### config.mk
export PLATFORM = sky130hd
export DESIGN_NAME = dsi_tx_top
export DESIGN_NICKNAME = d
export VERILOG_FILES = /design/src/hw/dsi_pkg.sv /design/src/hw/video_timing_pkg.sv /design/src/hw/dsi_frame_sequencer.sv /design/src/hw/dsi_packet_builder.sv /design/src/hw/dsi_lane_packer.sv /design/src/hw/dsi_tx_top.sv
export SDC_FILE = /design/constraint.sdc
export NUM_CORES = 1
export LEC_CHECK = 0
export BUFFER_PORTS_ARGS = -buffer_cell sky130_fd_sc_hd__buf_2
export CAP_MARGIN = 15
export CORE_MARGIN = 2
export CORE_UTILIZATION = 30
export DETAILED_ROUTE_END_ITERATION = 7
export GPL_ROUTABILITY_DRIVEN = 0
export HOLD_SLACK_MARGIN = 0.02
export MAX_ROUTING_LAYER = met4
export PLACE_DENSITY = 0.45
export RECOVER_POWER = 100
export SLEW_MARGIN = 20
export SYNTH_ARGS = -nofsm -noshare
export SYNTH_HDL_FRONTEND = slang
export SYNTH_SLANG_ARGS = --single-unit
### constraint.sdc
create_clock -name clk -period 6.3 [get_ports clk]
set_input_delay 0.315 -clock clk [delete_from_list [all_inputs] [get_ports clk]]
set_output_delay 0.315 -clock clk [all_outputs]
set_load 0.02 [all_outputs]
### src/hw/dsi_pkg.sv
`default_nettype none

package dsi_pkg;

    typedef logic [31:0] word_t;       // pixel word, output FIFO word, PHY word
    typedef logic [5:0]  data_id_t;
    typedef logic [15:0] word_count_t; // long packet payload bytes
    typedef logic [7:0]  ecc_t;
    typedef logic [15:0] crc_t;
    typedef logic [2:0]  lane_count_t; // 1 to 4
    typedef logic [3:0]  lane_mask_t;

    localparam data_id_t DT_VSS   = 6'h01;
    localparam data_id_t DT_HSS   = 6'h21;
    localparam data_id_t DT_PPS24 = 6'h3E;

    // packet request from the sequencer
    typedef struct packed {
        data_id_t    data_id;
        word_count_t word_count;
        logic        long_pkt;
    } pkt_cmd_t;

    // one queued word toward the lanes
    typedef struct packed {
        logic  half; // only bytes 0 and 1 valid
        word_t data;
    } fifo_entry_t;

endpackage

`default_nettype wire

### src/hw/video_timing_pkg.sv
`default_nettype none

package video_timing_pkg;

    localparam int LINE_BYTES = 8;                // BYTES_PER_LINE
    localparam int LINE_WORDS = LINE_BYTES / 4;

    localparam int VSA_LINES = 1;
    localparam int VBP_LINES = 1;
    localparam int ACT_LINES = 2;
    localparam int VFP_LINES = 1;

    localparam int BLANK_CYCLES = 12; // after a sync packet
    localparam int HBP_CYCLES   = 4;  // before the payload on active lines

    localparam int LINE_COUNT_W = 8;
    localparam int BLANK_W      = $clog2(BLANK_CYCLES);
    localparam int WORD_CNT_W   = $clog2(LINE_WORDS + 1);

    typedef logic [LINE_COUNT_W-1:0] line_count_t;
    typedef logic [BLANK_W-1:0]      blank_count_t;
    typedef logic [WORD_CNT_W-1:0]   word_cnt_t;

    // reload values, the wait state lasts until the counter hits zero
    localparam blank_count_t BLANK_LOAD = blank_count_t'(BLANK_CYCLES - 1);
    localparam blank_count_t HBP_LOAD   = blank_count_t'(HBP_CYCLES - 1);

endpackage

`default_nettype wire

### src/hw/dsi_frame_sequencer.sv
`timescale 1ns/100ps
`default_nettype none

module dsi_frame_sequencer (
    input  logic              clk,
    input  logic              rst_n,
    input  logic              enable,
    input  logic              fifo_line_ready,
    output dsi_pkg::pkt_cmd_t cmd,
    output logic              cmd_valid,
    input  logic              cmd_done
);

    typedef enum logic [3:0] {
        ST_IDLE,
        ST_VSS,
        ST_VSS_WAIT,
        ST_HSS_VSA,
        ST_WAIT_VSA,
        ST_HSS_VBP,
        ST_WAIT_VBP,
        ST_HSS_ACT,
        ST_WAIT_HBP,
        ST_PAYLOAD,
        ST_WAIT_HFP,
        ST_HSS_VFP,
        ST_WAIT_VFP
    } state_t;

    state_t                         state;
    state_t                         state_next;
    video_timing_pkg::blank_count_t blank_cnt;
    video_timing_pkg::line_count_t  line_cnt;
    logic                           blank_done;
    logic                           last_line;

    assign blank_done = (blank_cnt == '0);
    assign last_line  = (line_cnt == video_timing_pkg::line_count_t'(1));

    always_ff @(posedge clk or negedge rst_n)
    begin
        if (!rst_n)
            state <= ST_IDLE;
        else
            state <= state_next;
    end

    always_comb
    begin
        state_next = state;
        case (state)
            ST_IDLE:     if (enable && fifo_line_ready) state_next = ST_VSS;
            ST_VSS:      if (cmd_done) state_next = ST_VSS_WAIT;
            ST_VSS_WAIT: if (blank_done) state_next = ST_HSS_VSA;
            ST_HSS_VSA:  if (cmd_done) state_next = ST_WAIT_VSA;
            ST_WAIT_VSA: if (blank_done) state_next = last_line ? ST_HSS_VBP : ST_HSS_VSA;
            ST_HSS_VBP:  if (cmd_done) state_next = ST_WAIT_VBP;
            ST_WAIT_VBP: if (blank_done) state_next = last_line ? ST_HSS_ACT : ST_HSS_VBP;
            ST_HSS_ACT:  if (cmd_done) state_next = ST_WAIT_HBP;
            ST_WAIT_HBP: if (blank_done) state_next = ST_PAYLOAD;
            ST_PAYLOAD:  if (cmd_done) state_next = ST_WAIT_HFP;
            ST_WAIT_HFP: if (blank_done) state_next = last_line ? ST_HSS_VFP : ST_HSS_ACT;
            ST_HSS_VFP:  if (cmd_done) state_next = ST_WAIT_VFP;
            ST_WAIT_VFP: if (blank_done) state_next = last_line ? ST_IDLE : ST_HSS_VFP;
            default:     state_next = ST_IDLE;
        endcase
    end

    // blanking starts counting only once the packet is queued
    always_ff @(posedge clk or negedge rst_n)
    begin
        if (!rst_n)
            blank_cnt <= '0;
        else if (cmd_done)
            blank_cnt <= (state == ST_HSS_ACT) ? video_timing_pkg::HBP_LOAD
                                               : video_timing_pkg::BLANK_LOAD;
        else if (!blank_done)
            blank_cnt <= blank_cnt - 1'b1;
    end

    // lines left in the current vertical region
    always_ff @(posedge clk or negedge rst_n)
    begin
        if (!rst_n)
            line_cnt <= '0;
        else if (blank_done)
        begin
            case (state)
                ST_VSS_WAIT:
                    line_cnt <= video_timing_pkg::line_count_t'(video_timing_pkg::VSA_LINES);
                ST_WAIT_VSA:
                    line_cnt <= last_line ?
                        video_timing_pkg::line_count_t'(video_timing_pkg::VBP_LINES) :
                        line_cnt - 1'b1;
                ST_WAIT_VBP:
                    line_cnt <= last_line ?
                        video_timing_pkg::line_count_t'(video_timing_pkg::ACT_LINES) :
                        line_cnt - 1'b1;
                ST_WAIT_HFP:
                    line_cnt <= last_line ?
                        video_timing_pkg::line_count_t'(video_timing_pkg::VFP_LINES) :
                        line_cnt - 1'b1;
                ST_WAIT_VFP:
                    line_cnt <= line_cnt - 1'b1;
                default:
                    line_cnt <= line_cnt;
            endcase
        end
    end

    assign cmd_valid = (state == ST_VSS)     || (state == ST_HSS_VSA) ||
                       (state == ST_HSS_VBP) || (state == ST_HSS_ACT) ||
                       (state == ST_PAYLOAD) || (state == ST_HSS_VFP);

    always_comb
    begin
        cmd.data_id    = dsi_pkg::DT_HSS;
        cmd.word_count = '0; // short packets carry zero data
        cmd.long_pkt   = 1'b0;
        if (state == ST_VSS)
            cmd.data_id = dsi_pkg::DT_VSS;
        else if (state == ST_PAYLOAD)
        begin
            cmd.data_id    = dsi_pkg::DT_PPS24;
            cmd.word_count = dsi_pkg::word_count_t'(video_timing_pkg::LINE_BYTES);
            cmd.long_pkt   = 1'b1;
        end
    end

endmodule

`default_nettype wire

### src/hw/dsi_packet_builder.sv
`timescale 1ns/100ps
`default_nettype none

module dsi_packet_builder (
    input  logic                 clk,
    input  logic                 rst_n,
    input  dsi_pkg::pkt_cmd_t    cmd,
    input  logic                 cmd_valid,
    output logic                 cmd_done,
    input  dsi_pkg::word_t       fifo_data,
    input  logic                 fifo_not_empty,
    output logic                 fifo_read_ack,
    output dsi_pkg::fifo_entry_t entry,
    output logic                 fifo_empty,
    input  logic                 entry_pop
);

    typedef enum logic [1:0] {
        PH_HDR,
        PH_DATA,
        PH_CRC
    } phase_t;

    phase_t                      phase;
    video_timing_pkg::word_cnt_t words_left;
    dsi_pkg::crc_t               crc;
    logic [23:0]                 hdr_bits;
    dsi_pkg::word_t              header_word;
    logic                        fifo_full;
    logic                        hdr_write;
    logic                        crc_write;
    logic                        push;
    dsi_pkg::fifo_entry_t        push_entry;
    dsi_pkg::fifo_entry_t        mem [4];
    logic [1:0]                  wr_ptr;
    logic [1:0]                  rd_ptr;
    logic [2:0]                  count;

    // DSI header Hamming code, one parity bit per mask
    function automatic dsi_pkg::ecc_t ecc_calc(input logic [23:0] d);
        dsi_pkg::ecc_t e;
        e[0]   = ^(d & 24'hF12CB7);
        e[1]   = ^(d & 24'hF2555B);
        e[2]   = ^(d & 24'h749A6D);
        e[3]   = ^(d & 24'hB8E38E);
        e[4]   = ^(d & 24'hDF03F0);
        e[5]   = ^(d & 24'hEFFC00);
        e[7:6] = 2'b00;
        return e;
    endfunction

    // CRC-16 CCITT reflected, bytes LSB first
    function automatic dsi_pkg::crc_t crc_next(input dsi_pkg::crc_t c_in, input dsi_pkg::word_t d);
        dsi_pkg::crc_t c;
        c = c_in;
        for (int i = 0; i < 32; i++)
        begin
            if (c[0] ^ d[i])
                c = (c >> 1) ^ 16'h8408;
            else
                c = c >> 1;
        end
        return c;
    endfunction

    assign hdr_bits    = {cmd.word_count, 2'b00, cmd.data_id}; // virtual channel 0
    assign header_word = {ecc_calc(hdr_bits), hdr_bits};

    assign hdr_write     = cmd_valid && (phase == PH_HDR) && !fifo_full;
    assign crc_write     = cmd_valid && (phase == PH_CRC) && !fifo_full;
    assign fifo_read_ack = cmd_valid && (phase == PH_DATA) && fifo_not_empty && !fifo_full;
    assign cmd_done      = (hdr_write && !cmd.long_pkt) || crc_write;
    assign push          = hdr_write || crc_write || fifo_read_ack;

    always_ff @(posedge clk or negedge rst_n)
    begin
        if (!rst_n)
        begin
            phase      <= PH_HDR;
            words_left <= '0;
        end
        else
        begin
            case (phase)
                PH_HDR:
                    if (hdr_write && cmd.long_pkt)
                    begin
                        phase      <= PH_DATA;
                        words_left <= video_timing_pkg::word_cnt_t'(video_timing_pkg::LINE_WORDS);
                    end
                PH_DATA:
                    if (fifo_read_ack)
                    begin
                        words_left <= words_left - 1'b1;
                        if (words_left == video_timing_pkg::word_cnt_t'(1))
                            phase <= PH_CRC;
                    end
                PH_CRC:
                    if (crc_write)
                        phase <= PH_HDR;
                default:
                    phase <= PH_HDR;
            endcase
        end
    end

    always_ff @(posedge clk)
    begin
        if (hdr_write)
            crc <= 16'hFFFF; // seed per packet
        else if (fifo_read_ack)
            crc <= crc_next(crc, fifo_data);
    end

    always_comb
    begin
        push_entry.half = 1'b0;
        push_entry.data = header_word;
        if (phase == PH_DATA)
            push_entry.data = fifo_data;
        else if (phase == PH_CRC)
        begin
            push_entry.half = 1'b1;
            push_entry.data = {16'h0000, crc};
        end
    end

    // four-entry show-ahead output FIFO
    always_ff @(posedge clk)
    begin
        if (push)
            mem[wr_ptr] <= push_entry;
    end

    always_ff @(posedge clk or negedge rst_n)
    begin
        if (!rst_n)
        begin
            wr_ptr <= '0;
            rd_ptr <= '0;
            count  <= '0;
        end
        else
        begin
            if (push)
                wr_ptr <= wr_ptr + 1'b1;
            if (entry_pop)
                rd_ptr <= rd_ptr + 1'b1;
            count <= count + {2'b00, push} - {2'b00, entry_pop};
        end
    end

    assign fifo_full  = (count == 3'd4);
    assign fifo_empty = (count == 3'd0);
    assign entry      = mem[rd_ptr];

endmodule

`default_nettype wire

### src/hw/dsi_lane_packer.sv
`timescale 1ns/100ps
`default_nettype none

module dsi_lane_packer (
    input  logic                 clk,
    input  logic                 rst_n,
    input  dsi_pkg::fifo_entry_t entry,
    input  logic                 fifo_empty,
    output logic                 entry_pop,
    input  dsi_pkg::lane_count_t lanes_number,
    input  dsi_pkg::lane_mask_t  phy_full,
    output dsi_pkg::word_t       phy_data,
    output dsi_pkg::lane_mask_t  phy_write
);

    logic [63:0] shift_reg;  // byte 0 is the oldest
    logic [3:0]  byte_cnt;
    logic [3:0]  lanes;
    logic [3:0]  out_n;
    logic [3:0]  in_n;
    logic [3:0]  kept;
    logic        write_en;
    logic [7:0]  strobe_wide;

    assign lanes    = {1'b0, lanes_number};
    // full lane group, or drain the tail when nothing else is queued
    assign write_en = !(|phy_full) &&
                      ((byte_cnt >= lanes) || ((byte_cnt != 4'd0) && fifo_empty));
    assign out_n    = !write_en ? 4'd0 :
                      (byte_cnt >= lanes) ? lanes : byte_cnt;
    assign kept     = byte_cnt - out_n;
    assign in_n     = entry.half ? 4'd2 : 4'd4;

    assign entry_pop = !fifo_empty && (kept <= 4'd4); // room for a whole word

    always_ff @(posedge clk or negedge rst_n)
    begin
        if (!rst_n)
            shift_reg <= '0;
        else
            shift_reg <= (shift_reg >> {out_n, 3'b000}) |
                         ({64{entry_pop}} & ({32'h0, entry.data} << {kept, 3'b000}));
    end

    always_ff @(posedge clk or negedge rst_n)
    begin
        if (!rst_n)
            byte_cnt <= '0;
        else
            byte_cnt <= kept + (entry_pop ? in_n : 4'd0);
    end

    assign strobe_wide = (8'h01 << out_n) - 8'h01;
    assign phy_write   = strobe_wide[3:0];
    assign phy_data    = shift_reg[31:0];

endmodule

`default_nettype wire

### src/hw/dsi_tx_top.sv
`timescale 1ns/100ps
`default_nettype none

module dsi_tx_top (
    input  logic                 clk,
    input  logic                 rst_n,
    input  logic                 enable,
    input  logic                 fifo_line_ready,
    input  logic                 fifo_not_empty,
    input  dsi_pkg::word_t       fifo_data,
    output logic                 fifo_read_ack,
    input  dsi_pkg::lane_count_t lanes_number,
    input  dsi_pkg::lane_mask_t  phy_full,
    output dsi_pkg::word_t       phy_data,
    output dsi_pkg::lane_mask_t  phy_write
);

    dsi_pkg::pkt_cmd_t    cmd;
    logic                 cmd_valid;
    logic                 cmd_done;
    dsi_pkg::fifo_entry_t entry;
    logic                 fifo_empty;
    logic                 entry_pop;

    dsi_frame_sequencer sequencer_i (
        .clk             (clk),
        .rst_n           (rst_n),
        .enable          (enable),
        .fifo_line_ready (fifo_line_ready),
        .cmd             (cmd),
        .cmd_valid       (cmd_valid),
        .cmd_done        (cmd_done)
    );

    dsi_packet_builder builder_i (
        .clk            (clk),
        .rst_n          (rst_n),
        .cmd            (cmd),
        .cmd_valid      (cmd_valid),
        .cmd_done       (cmd_done),
        .fifo_data      (fifo_data),
        .fifo_not_empty (fifo_not_empty),
        .fifo_read_ack  (fifo_read_ack),
        .entry          (entry),
        .fifo_empty     (fifo_empty),
        .entry_pop      (entry_pop)
    );

    dsi_lane_packer packer_i (
        .clk          (clk),
        .rst_n        (rst_n),
        .entry        (entry),
        .fifo_empty   (fifo_empty),
        .entry_pop    (entry_pop),
        .lanes_number (lanes_number),
        .phy_full     (phy_full),
        .phy_data     (phy_data),
        .phy_write    (phy_write)
    );

endmodule

`default_nettype wire

==> run_results.csv, run 1 <==
group,metric,value,unit
route,drt_iter0_drc,635,
synthesis,synth_area_leader_cell,"edfxtp_1",
synthesis,ys_ff_latch,243,
timing,holdWs,0.245,ns
route,viasPerCell,5.02,
setup_path,critPathMaxFanout,27,
route,drtPass1Iterations,5,
cts,tritoncts,"built",
cts,clk_pin_slew,0.06,ns
cts,postCtsSetupRepairBufs,0,
timing,rsz0062_at_grt,"false",
synthesis,synth_nets,1199,
timing,setup_tns,0,ns
hold_path,worstHoldStart,"fifo_data[15]",
setup_path,timing.rr.end,"packer_i.shift_reg[12]",
grt,antenna_found_initial,0,
cts,cts_sinks,243,
hold_path,hp-class,"input pin to register",
grt,first_global_vias,8961,
synthesis,synthMuxAreaShare,13.5,%
synthesis,ys_async_sr_fraction,39.1,%
floorplanning,pin_count,81,
route,routedWlPerCell,20.1,µm
placed_design,dp.final_hpwl,25.6,mm
grt,grt_usage,15.8,%
floorplanning,die_x,217,µm
setup_path,critical_path_arrival,5.43,ns
synthesis,synth_top_family_by_area,"multiplexers",
timing,setup-violations-final,0,
synthesis,yosysSeqAreaShare,48.9,%
setup_path,r2r_cells,17,
synthesis,synthAdderAreaFrac,2.09,%
synthesis,yosysWarningCount,0,
synthesis,synth_edf_count,132,
grt,grtUsageMet3,1.93,%
floorplanning,start_util,30.2,%
finish,area_delta_synth_final,12.9,%
synthesis,netlist_instances,1134,
finish,largest_reg_flops,132,
setup_path,r2r_slack,1.33,ns
synthesis,synthTopCellsByArea,"edfxtp_1 29%, dfrtp_1 17%, mux4_2 7.9%",
route,wirelength,36.1,mm
timing,fmax,201,MHz
timing,finClkSkew,0.0132,ns
synthesis,yosysMostFrequentCell,"edfxtp_1",
finish,diodes,0,
synthesis,synth_xor_area_share,9.83,%
synthesis,yosysTopAreaCellShare,29.1,%
timing,worstMarginPinSlew,2.47,ns
cts,cts.path.max_buffers,3,
setup_path,endpoint_kind,"register",
grt,grt_overflow,0,
grt,grt_max_degree,62,
route,ant_nets,0,
timing,finalHoldViolCount,0,
placed_design,port_buffers,80,
setup_path,startpoint_type,"register",
hold_path,worstHoldEndpoint,"builder_i.mem[3][15]",
timing,relSlewSlack,-64.7,%
setup_path,cp_data_required_time,6.77,ns
job,cap_viol_max_count,6,
hold_path,min_path_cells,2,
finish,fill_cells,4565,
cts,cts_buffers,28,
floorplanning,rows,78,
synthesis,synth_simple_gate_area_share,9.74,%
cts,post_cts_resized,0,
route,drc,0,
timing,min_period,4.97,ns
grt,gr-usage-met2,23.8,%
cts,insertion_delay,0.56,ns
timing,fin_crit_sh,78.8,%
floorplanning,die_area,47100,µm²
cts,htreeDepth,1,
pwr,ir_worst_vdd,0.890,mV
cts,clockRootBuffer,"clkbuf_16",
synthesis,synth_area,13600,µm²
grt,met1_usage,23.0,%
pwr,powerDensity,640,nW/µm²
synthesis,synth_area_per_cell,12.0,µm²
floorplanning,coreArea,45100,µm²
synthesis,ys.flop_type,"edfxtp_1",
outcome,violations,"capacitance limit, slew limit",
floorplanning,die_y,217,µm
timing,drv_slew,234,
outcome,status,"finished, violations left",
setup_path,crit_type,"register to register",
finish,nNetsFinal,1233,
synthesis,synth_compound_area_share,11.4,%
pwr,power_leakage,5.86,nW
synthesis,synth_cell_type_count,73,
route,vias,8977,
setup_path,r2r-start,"packer_i.byte_cnt[0]",
synthesis,synth_common_cells,"132 x edfxtp_1, 130 x nand2_1, 95 x dfrtp_1, 62 x nor2_1, 59 x xnor2_1",
grt,busiest_layer,"met2",
grt,grt_pass1_wl,56.0,mm
finish,drive_above_1_share,15.8,%
==> how the worst max path moves through the flow <==
stage	startpoint	end	slack, ns
3_5_place_dp	lanes_number[0]	packer_i.byte_cnt[3]	1.51
4_1_cts	packer_i.byte_cnt[0]	packer_i.byte_cnt[3]	1.53
3_3_place_gp	lanes_number[0]	builder_i.count[2]	1.62
6_report	packer_i.byte_cnt[0]	packer_i.shift_reg[12]	1.33
2_1_floorplan	packer_i.byte_cnt[0]	builder_i.count[2]	1.48
5_1_grt	packer_i.byte_cnt[0]	packer_i.shift_reg[19]	0.93
==> critical path: stages (launching register included) <==
cell and delay, ns:
dfrtp_1 0.35, inv_1 0.09, ha_1 0.23, nand2b_1 0.13, a21o_1 0.17, a211o_1 0.40
nor3_1 0.21, o21a_1 0.13, buf_4 0.31, inv_1 0.10, ha_1 0.31, o21a_1 0.12
o21ai_0 0.39, nand3_1 0.16, clkbuf_1 0.37, nor2_1 0.92, nand3_1 0.30, o211ai_1 0.18
==> where the power goes <==
| part | internal [W] | switching, W |
|---|---|---|
| logic | 0.00220 | 0.00309 |
| registers | 0.00237 | 0.000364 |
| clock network | 0.00113 | 0.000688 |
==> through the flow <==
| step | total power, W | instance area (µm²) | instances | setup slack, ns | util [%] |
|---|---|---|---|---|---|
| finish | 0.00984 | 15400 | 1790 | 1.33 | 34.1 |
| global route | 0.0104 | 15400 | 1790 | 0.927 | 34.1 |
| CTS | 0.00988 | 15500 | 1790 | 1.53 | 34.3 |
| detailed placement | 0.00802 | 14400 | 1736 | 1.51 | 32.0 |
| global placement | 0.00821 | 14400 | 1736 | 1.62 | 32.0 |
| floorplan | 0.00670 | 13600 | 1134 | 1.48 | - |
==> timing repair <==
action                                  in CTS  in global routing
endpoints found under the setup margin       0                  0
endpoints found under the hold margin       40                  0
hold buffers                                 2                  0
==> cell type report <==
class | instances | area, µm² | share of cell area (%)
inverter | 31 | 116 | 0.757
clock inverter | 20 | 289 | 1.88
clock buffer | 32 | 737 | 4.79
multi-input combinational | 765 | 6350 | 41.3
tap | 600 | 751 | 4.88
sequential | 243 | 6660 | 43.3
timing repair buffer | 99 | 472 | 3.07
==> layer usage <==
metal	share of wire, %	wire length, µm
met1	50	17900
met2	45	16300
met3	3.6	1290
met4	1.6	582
met5	0	0
==> cell usage in the layout, fill, tap and decap left out, drive strengths merged, types with 5 or more instances in the layout <==
| cell type | n |
|---|---|
| nor3 | 24 |
| dfxtp | 16 |
| nand2 | 130 |
| or3 | 7 |
| mux2i | 57 |
| nor2 | 62 |
| clkinv | 9 |
| a22oi | 18 |
| o221ai | 6 |
| mux4 | 48 |
| dfrtp | 95 |
| nand2b | 5 |
| xnor3 | 18 |
| inv | 32 |
| buf | 53 |
| o21ai | 42 |
| a2bb2oi | 9 |
| clkbuf | 76 |
| a211oi | 5 |
| a21oi | 30 |
| nand3 | 22 |
| a21o | 8 |
| nor2b | 15 |
| ha | 18 |
| o22ai | 17 |
| and2 | 13 |
| edfxtp | 132 |
| a221o | 7 |
| xnor2 | 70 |
| o211ai | 34 |
| a22o | 18 |
| xor2 | 18 |
| o31ai | 6 |
| mux2 | 17 |
| bufinv | 7 |
==> cells by family (layout without fill, tap and decap cells) <==
| family | after synthesis | in the layout |
|---|---|---|
| AND/OR/NAND/NOR | 294 | 294 |
| flip-flops | 243 | 243 |
| AO/OA/AOI/OAI | 221 | 221 |
| buffers and inverters | 126 | 182 |
| multiplexers | 122 | 122 |
| XOR/XNOR | 107 | 107 |
| adder cells (fa/ha/maj) | 21 | 21 |
Note: power is estimated with default switching activity, not from simulation.
==> inputs of run 2 (changes only) <==
Settings changed: PLACE_DENSITY 0.45 to 0.47.
Clock period 6.3 ns to 4.05 ns, I/O delays scaled along.
==> run 2 against run 1 <==
Against the previous run: the flow still finishes with violations (capacitance limit, slew limit); core utilization rose by 0.34 points; first-iteration DRC count is 17% higher; maximum frequency grew 25%; critical path depth down 1; global-route usage down 0.16 points; non-clock buffer count grew 19; clock skew decreased by 0.0043 ns; die area unchanged; final area rose by 0.98%.
==> run_results.csv, run 2 (synthesis results as in run 1) <==
group,metric,value,unit
outcome,status,"finished, violations left",
outcome,violations,"capacitance limit, slew limit",
finish,fill_cells,4574,
grt,gr-usage-met2,23.8,%
grt,busiest_layer,"met2",
finish,nNetsFinal,1252,
placed_design,port_buffers,80,
route,drt_iter0_drc,740,
grt,grt_overflow,0,
placed_design,post_dp_cell_area,14700,µm²
timing,min_period,3.96,ns
setup_path,crit_top_cell,"ha_1",
grt,met1_usage,22.5,%
timing,setup-violations-final,0,
cts,insertion_delay,0.55,ns
setup_path,crit_buf_inv,5,
floorplanning,start_util,30.2,%
floorplanning,die_y,217,µm
floorplanning,coreArea,45100,µm²
setup_path,critPathMaxFanout,12,
placed_design,dp.final_hpwl,25.5,mm
job,cap_viol_max_count,2,
setup_path,endpoint_kind,"register",
route,drc,0,
cts,cts_buffers,28,
finish,area_delta_synth_final,14.0,%
finish,fin_util,34.4,%
timing,relSlewSlack,-22.0,%
setup_path,critPathMaxStageDelay,0.49,ns
setup_path,path_cells,"inv_2, ha_1, nand2b_1, a21o_1, a211o_4, mux2i_1, nor2_4, ha_1, fa_1, buf_4, inv_1, clkbuf_1, nor2_1, clkbuf_2, a22oi_1, o22ai_1",
hold_path,hp-class,"input pin to register",
route,wirelength,35.7,mm
floorplanning,rows,78,
cts,cts.path.max_buffers,3,
setup_path,critical-path-slowest-cell,"fa_1",
route,routedWlPerCell,19.7,µm
route,viasPerCell,4.98,
grt,antenna_found_initial,0,
finish,diodes,0,
setup_path,cp_data_required_time,4.45,ns
timing,setup_ws,0.0922,ns
grt,grt_usage,15.6,%
timing,fin_crit_sh,97.7,%
timing,drv_slew,98,
grt,grt_pass1_wl,55.7,mm
setup_path,startpoint_type,"register",
timing,rsz0062_at_grt,"false",
grt,first_global_vias,8964,
grt,grt_max_degree,67,
finish,mostFrequentLayoutCells,"132 x edfxtp_1, 130 x nand2_1, 94 x dfrtp_1",
floorplanning,die_x,217,µm
finish,final_common_cell,"edfxtp_1",
cts,tritoncts,"built",
setup_path,crit_type,"register to register",
finish,final_area,15500,µm²
timing,finalHoldViolCount,0,
grt,grtUsageMet3,2.14,%
finish,drive_above_1_share,18.1,%
timing,finClkSkew,0.00896,ns
setup_path,path_delay_family,"buffers and inverters",
cts,clk_pin_slew,0.06,ns
setup_path,critical_path_arrival,4.36,ns
route,ant_nets,0,
cts,clockRootBuffer,"clkbuf_16",
cts,cts_sinks,243,
finish,largest_reg_flops,132,
timing,setup_tns,0,ns
floorplanning,die_area,47100,µm²
timing,fmax,253,MHz
floorplanning,pin_count,81,
route,vias,9015,
cts,htreeDepth,1,
placed_design,dp_slack,0.125,ns
timing,worstMarginPinSlew,1.83,ns
route,drtPass1Iterations,6,
run 2: metrics by stage:
stage	cells	hold slack, ns
2_1_floorplan	1134	-0.0931
3_3_place_gp	1754	0.421
3_5_place_dp	1754	0.412
4_1_cts	1808	0.0534
5_1_grt	1809	0.102
6_report	1809	0.102
run 2: final cells by class:
| class | count | area [µm²] | share of cell area (%) |
|---|---|---|---|
| clock buffer | 33 | 741 | 4.77 |
| clock inverter | 19 | 225 | 1.45 |
| inverter | 31 | 116 | 0.750 |
| multi-input combinational | 765 | 6400 | 41.2 |
| sequential | 243 | 6660 | 42.9 |
| tap | 600 | 751 | 4.84 |
| timing repair buffer | 118 | 633 | 4.08 |
run 2: per-layer routing:
layer  routed length [µm]  part of all wire [%]
met5                    0                     0
met4                  466                   1.3
met3                 1540                   4.3
met2                16200                    45
met1                17500                    49
run 2: worst paths after layout:
check / startpoint / end / slack (ns) / depth (start not counted)
min reg2reg: builder_i.words_left[0] / builder_i.words_left[0] / 0.48 / 1
max in group asynchronous: rst_n / packer_i.shift_reg[30] / 0.96 / 3
min in group asynchronous: rst_n / packer_i.shift_reg[1] / 0.66 / 2
min: fifo_data[8] / builder_i.mem[0][8] / 0.10 / 2
max: packer_i.byte_cnt[0] / packer_i.shift_reg[47] / 0.09 / 16
max reg2reg: packer_i.byte_cnt[0] / packer_i.shift_reg[47] / 0.09 / 16
run 2: repair_timing:
action | in CTS | in global routing
hold endpoints to repair | 67 | 0
gates resized for setup | 2 | 8
cloned | 0 | 0
hold buffers | 2 | 0
buffers inserted | 0 | 1
endpoints found under the setup margin | 1 | 21
pin swaps | 0 | 0
run 2: worst register-to-register path: stages, from the launching register on:
cell and delay [ns]:
dfrtp_1 0.37, inv_2 0.07, ha_1 0.22, nand2b_1 0.14, a21o_1 0.16, a211o_4 0.37
mux2i_1 0.29, nor2_4 0.06, ha_1 0.22, fa_1 0.49, buf_4 0.20, inv_1 0.12
clkbuf_1 0.41, nor2_1 0.10, clkbuf_2 0.21, a22oi_1 0.28, o22ai_1 0.11
Power of run 2 is left out: the tool's default activity adds up to more than one toggle a clock period on the data nets, which glitch-free logic cannot reach.
